$ cat src/rx_intf_pkg.sv
// shared widths and status-word layout; IQ pairs are {I, Q}, ADC word is {ant1, ant0}
package rx_intf_pkg;

    // one I or Q component
    localparam int IQ_DATA_WIDTH = 16;

    typedef logic [IQ_DATA_WIDTH-1:0] iq_comp_t;

    // one antenna sample, I in the upper half
    typedef logic [2*IQ_DATA_WIDTH-1:0] iq_pair_t;

    // antenna 0 in the low pair, antenna 1 in the high pair
    typedef logic [4*IQ_DATA_WIDTH-1:0] adc_word_t;

    // decoded byte from the demodulator
    typedef logic [7:0] rx_byte_t;

    // DMA word towards the host
    typedef logic [63:0] rx_word_t;

    typedef logic [15:0] pkt_len_t;
    typedef logic [15:0] pkt_sn_t;

    // status word fields, all other bits zero
    localparam int STAT_FCS_OK_BIT = 0;
    localparam int STAT_LEN_LSB    = 16;
    localparam int STAT_SN_LSB     = 32;

endpackage
$ cat src/rx_intf.sv
// single clock domain, settings are static levels; stream output follows valid/ready
`timescale 1ns/1ps

module rx_intf
    import rx_intf_pkg::*;
#(
    parameter int FIFO_DEPTH_LOG2 = 4
)
(
    input  logic      clk,
    input  logic      rst,

    // ADC and transmit loopback
    input  adc_word_t adc_data,
    input  logic      adc_valid,
    input  iq_pair_t  iq0_from_tx,
    input  iq_pair_t  iq1_from_tx,
    input  logic      iq_valid_from_tx,
    input  logic      loopback_en,
    input  logic      ant_swap,
    input  logic      mute_ant0,

    // to the demodulator
    output iq_pair_t  sample0,
    output iq_pair_t  sample1,
    output logic      sample_strobe,

    // decoded packet from the demodulator
    input  rx_byte_t  byte_in,
    input  logic      byte_in_strobe,
    input  logic      pkt_header_valid_strobe,
    input  logic      fcs_in_strobe,
    input  logic      fcs_ok,

    // DMA stream and host signals
    output logic      m_axis_tvalid,
    output rx_word_t  m_axis_tdata,
    output logic      m_axis_tlast,
    input  logic      m_axis_tready,
    output logic      rx_pkt_intr,
    output logic      rx_overflow
);

    rx_word_t word;
    logic     word_last;
    logic     word_strobe;

    rx_sample_select u_sample_select (
        .clk              (clk),
        .rst              (rst),
        .adc_data         (adc_data),
        .adc_valid        (adc_valid),
        .iq0_from_tx      (iq0_from_tx),
        .iq1_from_tx      (iq1_from_tx),
        .iq_valid_from_tx (iq_valid_from_tx),
        .loopback_en      (loopback_en),
        .ant_swap         (ant_swap),
        .mute_ant0        (mute_ant0),
        .sample0          (sample0),
        .sample1          (sample1),
        .sample_strobe    (sample_strobe)
    );

    byte_to_word_packer u_packer (
        .clk                     (clk),
        .rst                     (rst),
        .byte_in                 (byte_in),
        .byte_in_strobe          (byte_in_strobe),
        .pkt_header_valid_strobe (pkt_header_valid_strobe),
        .fcs_in_strobe           (fcs_in_strobe),
        .fcs_ok                  (fcs_ok),
        .word                    (word),
        .word_last               (word_last),
        .word_strobe             (word_strobe)
    );

    rx_dma_stream #(
        .FIFO_DEPTH_LOG2 (FIFO_DEPTH_LOG2)
    ) u_dma_stream (
        .clk           (clk),
        .rst           (rst),
        .word          (word),
        .word_last     (word_last),
        .word_strobe   (word_strobe),
        .m_axis_tready (m_axis_tready),
        .m_axis_tvalid (m_axis_tvalid),
        .m_axis_tdata  (m_axis_tdata),
        .m_axis_tlast  (m_axis_tlast),
        .rx_pkt_intr   (rx_pkt_intr),
        .rx_overflow   (rx_overflow)
    );

endmodule

$ cat src/rx_dma_stream.sv
// no back-pressure towards the packer; a word arriving at a full FIFO is dropped and flagged
`timescale 1ns/1ps

module rx_dma_stream
    import rx_intf_pkg::*;
#(
    parameter int FIFO_DEPTH_LOG2 = 4
)
(
    input  logic     clk,
    input  logic     rst,
    input  rx_word_t word,
    input  logic     word_last,
    input  logic     word_strobe,
    input  logic     m_axis_tready,
    output logic     m_axis_tvalid,
    output rx_word_t m_axis_tdata,
    output logic     m_axis_tlast,
    output logic     rx_pkt_intr,
    output logic     rx_overflow
);

    logic fifo_empty;
    logic beat_taken;

    assign m_axis_tvalid = !fifo_empty;
    assign beat_taken    = m_axis_tvalid && m_axis_tready;

    rx_word_fifo #(
        .FIFO_DEPTH_LOG2 (FIFO_DEPTH_LOG2)
    ) u_fifo (
        .clk      (clk),
        .rst      (rst),
        .wr_data  (word),
        .wr_last  (word_last),
        .wr_en    (word_strobe),
        .rd_en    (beat_taken),
        .rd_data  (m_axis_tdata),
        .rd_last  (m_axis_tlast),
        .empty    (fifo_empty),
        .overflow (rx_overflow)
    );

    // one pulse per packet, after its status beat is accepted
    always_ff @(posedge clk)
    begin
        if (rst)
        begin
            rx_pkt_intr <= 1'b0;
        end
        else
        begin
            rx_pkt_intr <= beat_taken && m_axis_tlast;
        end
    end

endmodule

$ cat src/rx_word_fifo.sv
// show-ahead FIFO, depth 2**FIFO_DEPTH_LOG2 with FIFO_DEPTH_LOG2 >= 1; writes when full are lost
`timescale 1ns/1ps

module rx_word_fifo
    import rx_intf_pkg::*;
#(
    parameter int FIFO_DEPTH_LOG2 = 4
)
(
    input  logic     clk,
    input  logic     rst,
    input  rx_word_t wr_data,
    input  logic     wr_last,
    input  logic     wr_en,
    input  logic     rd_en,
    output rx_word_t rd_data,
    output logic     rd_last,
    output logic     empty,
    output logic     overflow
);

    localparam int DEPTH = 1 << FIFO_DEPTH_LOG2;

    // last flag stored above the data word
    logic [$bits(rx_word_t):0] mem [DEPTH];

    logic [FIFO_DEPTH_LOG2:0] wr_ptr;
    logic [FIFO_DEPTH_LOG2:0] rd_ptr;
    logic                     full;
    logic                     do_write;
    logic                     do_read;

    assign empty = (wr_ptr == rd_ptr);
    assign full  = (wr_ptr[FIFO_DEPTH_LOG2] != rd_ptr[FIFO_DEPTH_LOG2]) &&
                   (wr_ptr[FIFO_DEPTH_LOG2-1:0] == rd_ptr[FIFO_DEPTH_LOG2-1:0]);

    assign do_write = wr_en && !full;
    assign do_read  = rd_en && !empty;

    always_ff @(posedge clk)
    begin
        if (rst)
        begin
            wr_ptr   <= '0;
            rd_ptr   <= '0;
            overflow <= 1'b0;
        end
        else
        begin
            if (do_write)
            begin
                wr_ptr <= wr_ptr + 1'b1;
            end
            if (do_read)
            begin
                rd_ptr <= rd_ptr + 1'b1;
            end
            // sticky until reset
            if (wr_en && full)
            begin
                overflow <= 1'b1;
            end
        end
    end

    always_ff @(posedge clk)
    begin
        if (do_write)
        begin
            mem[wr_ptr[FIFO_DEPTH_LOG2-1:0]] <= {wr_last, wr_data};
        end
    end

    // head entry, visible before the pop
    assign {rd_last, rd_data} = mem[rd_ptr[FIFO_DEPTH_LOG2-1:0]];

endmodule

$ cat src/byte_to_word_packer.sv
// bytes only count between header and FCS strobe; FCS needs 2 idle byte cycles after it
`timescale 1ns/1ps

module byte_to_word_packer
    import rx_intf_pkg::*;
(
    input  logic     clk,
    input  logic     rst,
    input  rx_byte_t byte_in,
    input  logic     byte_in_strobe,
    input  logic     pkt_header_valid_strobe,
    input  logic     fcs_in_strobe,
    input  logic     fcs_ok,
    output rx_word_t word,
    output logic     word_last,
    output logic     word_strobe
);

    typedef enum logic [1:0] {ST_IDLE, ST_COLLECT, ST_FLUSH, ST_STATUS} pack_state_t;

    pack_state_t state;
    rx_word_t    acc;
    rx_word_t    data_word;
    rx_word_t    status_word;
    logic        data_strobe;
    logic [2:0]  lane;
    pkt_len_t    byte_cnt;
    pkt_sn_t     pkt_sn;
    logic        fcs_ok_q;
    logic        take_byte;

    assign take_byte = byte_in_strobe && (state == ST_COLLECT) &&
                       !pkt_header_valid_strobe && !fcs_in_strobe;

    always_ff @(posedge clk)
    begin
        if (rst)
        begin
            state       <= ST_IDLE;
            lane        <= 3'd0;
            byte_cnt    <= '0;
            pkt_sn      <= '0;
            data_strobe <= 1'b0;
        end
        else
        begin
            data_strobe <= take_byte && (lane == 3'd7);
            case (state)
                ST_IDLE:
                begin
                    if (pkt_header_valid_strobe)
                    begin
                        state    <= ST_COLLECT;
                        lane     <= 3'd0;
                        byte_cnt <= '0;
                    end
                end
                ST_COLLECT:
                begin
                    // a new header restarts the packet
                    if (pkt_header_valid_strobe)
                    begin
                        lane     <= 3'd0;
                        byte_cnt <= '0;
                    end
                    else if (fcs_in_strobe)
                    begin
                        state <= (lane != 3'd0) ? ST_FLUSH : ST_STATUS;
                    end
                    else if (take_byte)
                    begin
                        lane     <= lane + 3'd1;
                        byte_cnt <= byte_cnt + 16'd1;
                    end
                end
                ST_FLUSH:
                begin
                    state <= ST_STATUS;
                end
                default:
                begin
                    pkt_sn <= pkt_sn + 16'd1;
                    state  <= ST_IDLE;
                end
            endcase
        end
    end

    // byte lanes; acc starts from zero so a partial word is already padded
    always_ff @(posedge clk)
    begin
        if (pkt_header_valid_strobe)
        begin
            acc <= '0;
        end
        else if (take_byte)
        begin
            if (lane == 3'd7)
            begin
                data_word <= {byte_in, acc[55:0]};
                acc       <= '0;
            end
            else
            begin
                acc[{lane, 3'b000} +: $bits(rx_byte_t)] <= byte_in;
            end
        end
        if (fcs_in_strobe)
        begin
            fcs_ok_q <= fcs_ok;
        end
    end

    always_comb
    begin
        status_word = '0;
        status_word[STAT_FCS_OK_BIT] = fcs_ok_q;
        status_word[STAT_LEN_LSB +: $bits(pkt_len_t)] = byte_cnt;
        status_word[STAT_SN_LSB +: $bits(pkt_sn_t)] = pkt_sn;
    end

    // end words come straight from the state, full words from data_word
    assign word = (state == ST_FLUSH)  ? acc :
                  (state == ST_STATUS) ? status_word : data_word;
    assign word_strobe = data_strobe || (state == ST_FLUSH) || (state == ST_STATUS);
    assign word_last   = (state == ST_STATUS);

endmodule

$ cat src/rx_sample_select.sv
// source, swap and mute are level settings sampled each cycle; swap and mute act on ADC data only
`timescale 1ns/1ps

module rx_sample_select
    import rx_intf_pkg::*;
(
    input  logic      clk,
    input  logic      rst,
    input  adc_word_t adc_data,
    input  logic      adc_valid,
    input  iq_pair_t  iq0_from_tx,
    input  iq_pair_t  iq1_from_tx,
    input  logic      iq_valid_from_tx,
    input  logic      loopback_en,
    input  logic      ant_swap,
    input  logic      mute_ant0,
    output iq_pair_t  sample0,
    output iq_pair_t  sample1,
    output logic      sample_strobe
);

    localparam int PAIR_W = $bits(iq_pair_t);

    adc_word_t adc_swapped;
    adc_word_t adc_final;
    logic      src_valid;

    // exchange the two antenna lanes, then optionally blank antenna 0
    always_comb
    begin
        if (ant_swap)
        begin
            adc_swapped = {adc_data[PAIR_W-1:0], adc_data[2*PAIR_W-1:PAIR_W]};
        end
        else
        begin
            adc_swapped = adc_data;
        end
        adc_final = adc_swapped;
        if (mute_ant0)
        begin
            adc_final[PAIR_W-1:0] = '0;
        end
    end

    assign src_valid = loopback_en ? iq_valid_from_tx : adc_valid;

    always_ff @(posedge clk)
    begin
        if (rst)
        begin
            sample_strobe <= 1'b0;
        end
        else
        begin
            sample_strobe <= src_valid;
        end
    end

    // sample registers load only with a valid input
    always_ff @(posedge clk)
    begin
        if (src_valid)
        begin
            if (loopback_en)
            begin
                sample0 <= iq0_from_tx;
                sample1 <= iq1_from_tx;
            end
            else
            begin
                sample0 <= adc_final[PAIR_W-1:0];
                sample1 <= adc_final[2*PAIR_W-1:PAIR_W];
            end
        end
    end

endmodule

$ cat config.mk
export PLATFORM = sky130hd
export DESIGN_NAME = rx_intf
export DESIGN_NICKNAME = d
export VERILOG_FILES = /design/src/rx_intf_pkg.sv /design/src/rx_intf.sv /design/src/rx_dma_stream.sv /design/src/rx_word_fifo.sv /design/src/byte_to_word_packer.sv /design/src/rx_sample_select.sv
export SDC_FILE = /design/constraint.sdc
export NUM_CORES = 1
export LEC_CHECK = 0
export BUFFER_PORTS_ARGS = -buffer_cell sky130_fd_sc_hd__buf_4
export CAP_MARGIN = 0
export CORE_AREA = 2 2 338 340
export DETAILED_ROUTE_END_ITERATION = 8
export DIE_AREA = 0 0 340 342
export GPL_TIMING_DRIVEN = 0
export PLACE_DENSITY = 0.61
export SLEW_MARGIN = 10
export SYNTH_ARGS = -nofsm -noshare
export SYNTH_HDL_FRONTEND = slang
export SYNTH_SLANG_ARGS = --single-unit
$ cat constraint.sdc
create_clock -name clk -period 5.05 [get_ports clk]
set_clock_uncertainty 0.2 [all_clocks]
set_input_delay 1.01 -clock clk [delete_from_list [all_inputs] [get_ports clk]]
set_output_delay 1.01 -clock clk [all_outputs]
set_load 0.01 [all_outputs]
# After elaboration in Yosys (flattened, before gate mapping)
# Memory sizes are Yosys's and may differ from the RTL's. A register that Yosys moved wholly into a read port is not among the register bits.
# Cells that the tools add are included.
# op_classes
div_mod_pow,0
mul,0
eq_ne,12
order_cmp,0
reduce_logical,23
n_bitwise,1
shifts,2
n_addsub,6
mux,28
# ops
operator,count
$mux W64,4
$mux W32,3
$bwmux W64,1
$mux W16,4
$shift A8 B8 Y64 const A,1
$shiftx A8 B8 Y64,1
$add A16 B1 Y16 const B,2
$pmux W16 S2,1
$mux W3,4
$add A5 B1 Y5 const B,2
$logic_and A1 B1 Y1,10
$mux W4,2
$neg A6 Y8,1
$mux W2,3
$ne A2 B2 Y1 const B,3
$pmux W2 S3,1
$pmux W3 S2,1
$reduce_and A3 Y1,2
$eq A5 B5 Y1,1
$eq A2 B2 Y1 const B,2
$eq A4 B4 Y1,1
$logic_not A1 Y1,4
$mux W1,4
$reduce_and A4 Y1,1
12 further kinds,13
# totals
input_bits,148
wordCells,88
rom_bits,0
latchBits,0
output_inout_bits,133
mem_count,1
regBits,244
mem_bits_rw,1040
# memory_table
memory,depth,width,rd,rd_clocked_by_memory_dff,wr,line_no,source
u_dma_stream.u_fifo.mem,16,65,1,1,1,rx_word_fifo.sv:25,logic [$bits(rx_word_t):0] mem [DEPTH];

# Depth between registers and ports, before layout
# depth
word_depth,8
mapped_depth,9
mapped_depth_nobuf,7

# Hierarchy
# From an unflattened synthesis, not the netlist that was laid out.
# unflattened
cells_unflattened,2483
area_unflattened_um2,50513.4
# by_module_without_submodules
module,n_inst,cells_each,seq_area_each_um2,area_each_um2
rx_word_fifo,1,1545,31530.2,39898.3
byte_to_word_packer,1,653,3993.8,7214.4
rx_sample_select,1,281,1941.9,3355.7
rx_dma_stream,1,4,20.0,45.0

# Least setup slack after synthesis
# Ideal clock, no wire load.
# synth_timing
path_type,register to register
start,register u_packer.state[0]
end,register u_dma_stream.u_fifo.wr_ptr[4]
setup_time_ps,74
stages_incl_launch_ff,7
path_buffers,1
synth_period_minus_slack_ps,5362
t_arrival_ps,5088
t_required_ps,4776
setup_slack_ps,-312
path_cell_list,dfxtp_1 > ha_1 > buf_2 > or3_1 > nand4_1 > a21oi_1 > mux2_2
# synth_via
word_cells_on_any_way,5
classes_between,2 x eq/ne; 3 x reduce/logical
# synth_rtl
item,line_no,source
start: declaration,byte_to_word_packer.sv:21,pack_state_t state;
start signal: assignment,byte_to_word_packer.sv:68,state <= (lane != 3'd0) ? ST_FLUSH : ST_STATUS;
$eq A2 B2 Y1,-,
via u_dma_stream.u_fifo.wr_last,rx_word_fifo.sv:13,"input logic wr_last,"
$logic_or A1 B1 Y1,byte_to_word_packer.sv:125,assign word_strobe = data_strobe || (state == ST_FLUSH) || (state == ST_STATUS);
$logic_and A1 B1 Y1,rx_word_fifo.sv:37,assign do_write = wr_en && !full;
end signal: assignment,rx_word_fifo.sv:52,wr_ptr <= wr_ptr + 1'b1;
end: declaration,rx_word_fifo.sv:27,logic [FIFO_DEPTH_LOG2:0] wr_ptr;
# The timed path passes the listed nets, and every way through them passes these cells.
# A chain may end at the register's enable or synchronous reset.

==> metrics.md <==
| Metric | Value |
|---|---|
| Reg2reg setup slack | `~0.77 ns` |
| CTS tree | `yes` |
| VDD IR max | `around 360 uV` |
| Die Y | `approximately 340 um` |
| Reg2reg end | `u_dma_stream.u_fifo.mem[12][38]$_DFFE_PP_` |
| Initial Utilization | `between 40% and 50%` |
| Yosys warns | `0` |
| R2r startpoint | `u_packer.state[0]$_SDFFE_PP0P_` |
| Routed wire per std cell | `28.6 um` |
| Arrival @ worst endpoint | `between 3 and 4 ns` |
| Critical path class | `reg2out` |
| Fin area | `around 59,000 um2` |
| Hold Path Class | `in2reg` |
| Commonest non-fill, non-tap cells in the layout | `1,169 x edfxtp_1, 324 x mux4_2, 314 x buf_4` |
| Worst-skew pair later-pin latency | `roughly 0.75 ns` |
| Commonest non-fill, non-tap cell in the layout | `edfxtp_1` |
| Leading area contributor after synthesis | `edfxtp_1` |
| Cells after Synth | `approximately 2,600` |
| EDFF count, synth | `about 1,200` |
| Final non-filler cell total | `4,638` |
| CTS buffer count | `about 140` |
| CTS Hold Buffers Added | `0` |
| DR pass1 iterations | `5` |
| Achievable Freq | `roughly 0.20 GHz` |
| Outcome | `complete, no violations` |
| First-pass GRT wire length | `190,000 um` |
| Post CTS Setup Buffer Count | `0` |
| Core Region | `113,000 um2` |
| Port Buf Inserts | `277` |
| Critical path capture point type | `output pin` |
| Net total in the final layout | `about 3,200` |
| Routed WL | `133,000 um` |
| Std-Cell Rows | `around 120` |
| Yosys cell types | `between 50 and 60` |
| Vias per inst | `approximately 5.7` |
| RSZ-0062 raised after global routing | `no` |
| Fin. Hold Viols | `0` |
| CTS Buffer Depth | `3` |
| Ranking of synthesized cells by area | `edfxtp_1 70%, mux4_2 14%, dfxtp_1 4.7%, mux2i_1 2.2%, nand2_1 1.3%` |
| Routability cong. | `~0.9` |
| Reg2Reg Depth | `7` |
| Final Util | `a little over half` |
| Yosys top cell area share | `between 60% and 70%` |
| Final Power | `roughly 28 mW` |
| Placed Area | `roughly 55,000 um2` |
| # DRC | `0` |
| Worst setup endpoint | `m_axis_tdata[12]` |
| Layout cells sized above 1 | `slightly below 30%` |
| Initial antenna violation count | `7` |
| Largest net degree at the start of global routing | `between 60 and 70` |
| Fillers | `8,891` |
| Vias post-DR | `26,600` |
| Total gr overflow | `0` |
| Vias in the first global route | `27,700` |
| Die area | `about 120,000 um2` |
| Final ANT Viol Nets | `0` |
| Worst-margin pin slew | `between 1 and 1.5 ns` |
| Syn nets | `approximately 2,700` |
| Tmin final | `between 4 and 5 ns` |
| Gr usage total | `between 20% and 30%` |
| FF+latch count, synth | `roughly 1,300` |
| Relative slew slack | `~22%` |
| Sequential area share after synthesis | `roughly three quarters` |
| Max_cap viols | `0` |
| CP required | `between 3 and 4 ns` |
| DPL Wire Length | `85,100 um` |
| Startpoint Class | `flop` |
| Area Growth Syn to Fin | `17.8%` |
| Final setup viols | `0` |
| Placed cell count | `approximately 4,400` |
| Main flop type after synthesis | `edfxtp_1` |
| Final period util | `just under 100%` |
| Pwr per Cell Area | `roughly 470 nW/um2` |
| Root buffer cell | `clkbuf_16` |
| H-tree levels | `4` |
| Post-synthesis cell area | `between 50,000 and 60,000 um2` |
| Clk pin slew, worst setup/hold paths | `0.06 ns` |
| Max Slew Vio Count | `0` |
| Static leakage | `19.0 nW` |
| DR iter-0 viols | `2,396` |
| Mean area per synthesized cell | `about 20 um2` |
| Io pins | `281` |
| Asr flop ratio synth | `0%` |
| Worst Path Max Fanout | `10` |
| Die X | `340 um` |
| Sinks on the clock net | `approximately 1,300` |
cell type report:
cell class	instances	area, um2	share of cell area, %
diodes	1	2.50	0.00421
plain buffers	151	724	1.22
clock buffers	176	3670	6.17
clock inverters	66	512	0.861
inverters	16	62.6	0.105
multi-input cells	1109	12300	20.7
flip-flops and latches	1288	37500	63.1
well taps	1512	1890	3.18
repair buffers	319	2810	4.72
Yosys cell counts, types with 14 or more instances:
library cell  number
ha_1              17
nand3_1           53
clkbuf_1          79
nor2b_1           16
inv_1             15
mux4_2           324
buf_1             24
nand2_1          169
nor2_1            47
edfxtp_1        1169
dfxtp_1          119
buf_2             24
a21oi_1           73
buf_4             19
a22o_1            31
nand4_1           14
mux2i_1          111
o21ai_0          112
and3_1            15
sequential cells by signal (all words and copies together), names as in the netlist, named ones only:
name / flops
u_dma_stream.u_fifo.mem: 1040
u_packer.acc: 64
u_packer.data_word: 64
u_sample_select.sample0: 32
u_sample_select.sample1: 32
u_packer.byte_cnt: 16
u_packer.pkt_sn: 16
u_dma_stream.u_fifo.rd_ptr: 5
u_dma_stream.u_fifo.wr_ptr: 5
u_packer.lane: 3
u_packer.state: 2
u_dma_stream.rx_pkt_intr: 1
u_dma_stream.u_fifo.overflow: 1
u_packer.data_strobe: 1
u_packer.fcs_ok_q: 1
u_sample_select.sample_strobe: 1
through the flow:
step / hold WS, ns / TNS (ns) / setup slack, ns
finish: 0.253 / 0 / 0.116
global route: 0.212 / 0 / 0.00299
CTS: 0.209 / 0 / 0.0131
detailed placement: 0.247 / 0 / 0.700
global placement: 0.239 / -1445.95 / -1.88
floorplan: 0.229 / 0 / 1.17
power by group:
part | internal [mW] | total, mW | switching, mW | leakage [nW]
Sequential | 12.7 | 12.8 | 0.108 | 11.5
Clock | 5.43 | 9.47 | 4.03 | 2.03
Combinational | 2.31 | 5.45 | 3.14 | 5.47
Total | 20.4 | 27.7 | 7.28 | 19.0
timing repair:
item / 4_1_cts / 5_1_grt
gates resized for setup: 2 / 32
setup endpoints to repair: 5 / 44
pin swaps: 0 / 0
per-layer routing:
layer | global-route usage (%) | wire length, um | vias up
li1 | - | - | 11400
met1 | 28.9 | 50600 | 14000
met2 | 38.2 | 66100 | 1054
met3 | 6.85 | 12000 | 204
met4 | 7.68 | 3940 | 10
met5 | 0 | 60 | -
worst min path at each step:
stage	from	to	slack, ns	cells past startpoint
after global placement	u_packer.acc[16]$_SDFFE_PP0P_	u_packer.data_word[16]$_DFFE_PP_	0.24	0
after detailed placement	u_packer.acc[46]$_SDFFE_PP0P_	u_packer.data_word[46]$_DFFE_PP_	0.25	0
after global routing	fcs_ok	u_packer.fcs_ok_q$_DFFE_PP_	0.21	1
after floorplan	u_packer.acc[16]$_SDFFE_PP0P_	u_packer.data_word[16]$_DFFE_PP_	0.23	0
after CTS	fcs_ok	u_packer.fcs_ok_q$_DFFE_PP_	0.21	1
final	fcs_ok	u_packer.fcs_ok_q$_DFFE_PP_	0.25	1
cell families (layout without fill, tap and decap cells):
group                    after synthesis  in the layout  synth area share, %
AND/OR/NAND/NOR                      385            385                 3.82
other                                  0              1                    0
AO/OA/AOI/OAI                        246            246                 2.84
buffers and inverters                167            728                 1.50
flip-flops                          1288           1288                 74.3
adder cells (fa/ha/maj)               17             17                0.421
multiplexers                         442            442                 16.8
XOR/XNOR                              19             19                0.330
critical path, cell delays in order, from the launching register on:
cell and delay, ns:
dfxtp_1 0.31, clkbuf_1 0.27, buf_2 0.48, buf_1 0.68, mux4_2 0.42, mux4_2 0.58, buf_4 0.22
Note: power is estimated with default switching activity, not from simulation.
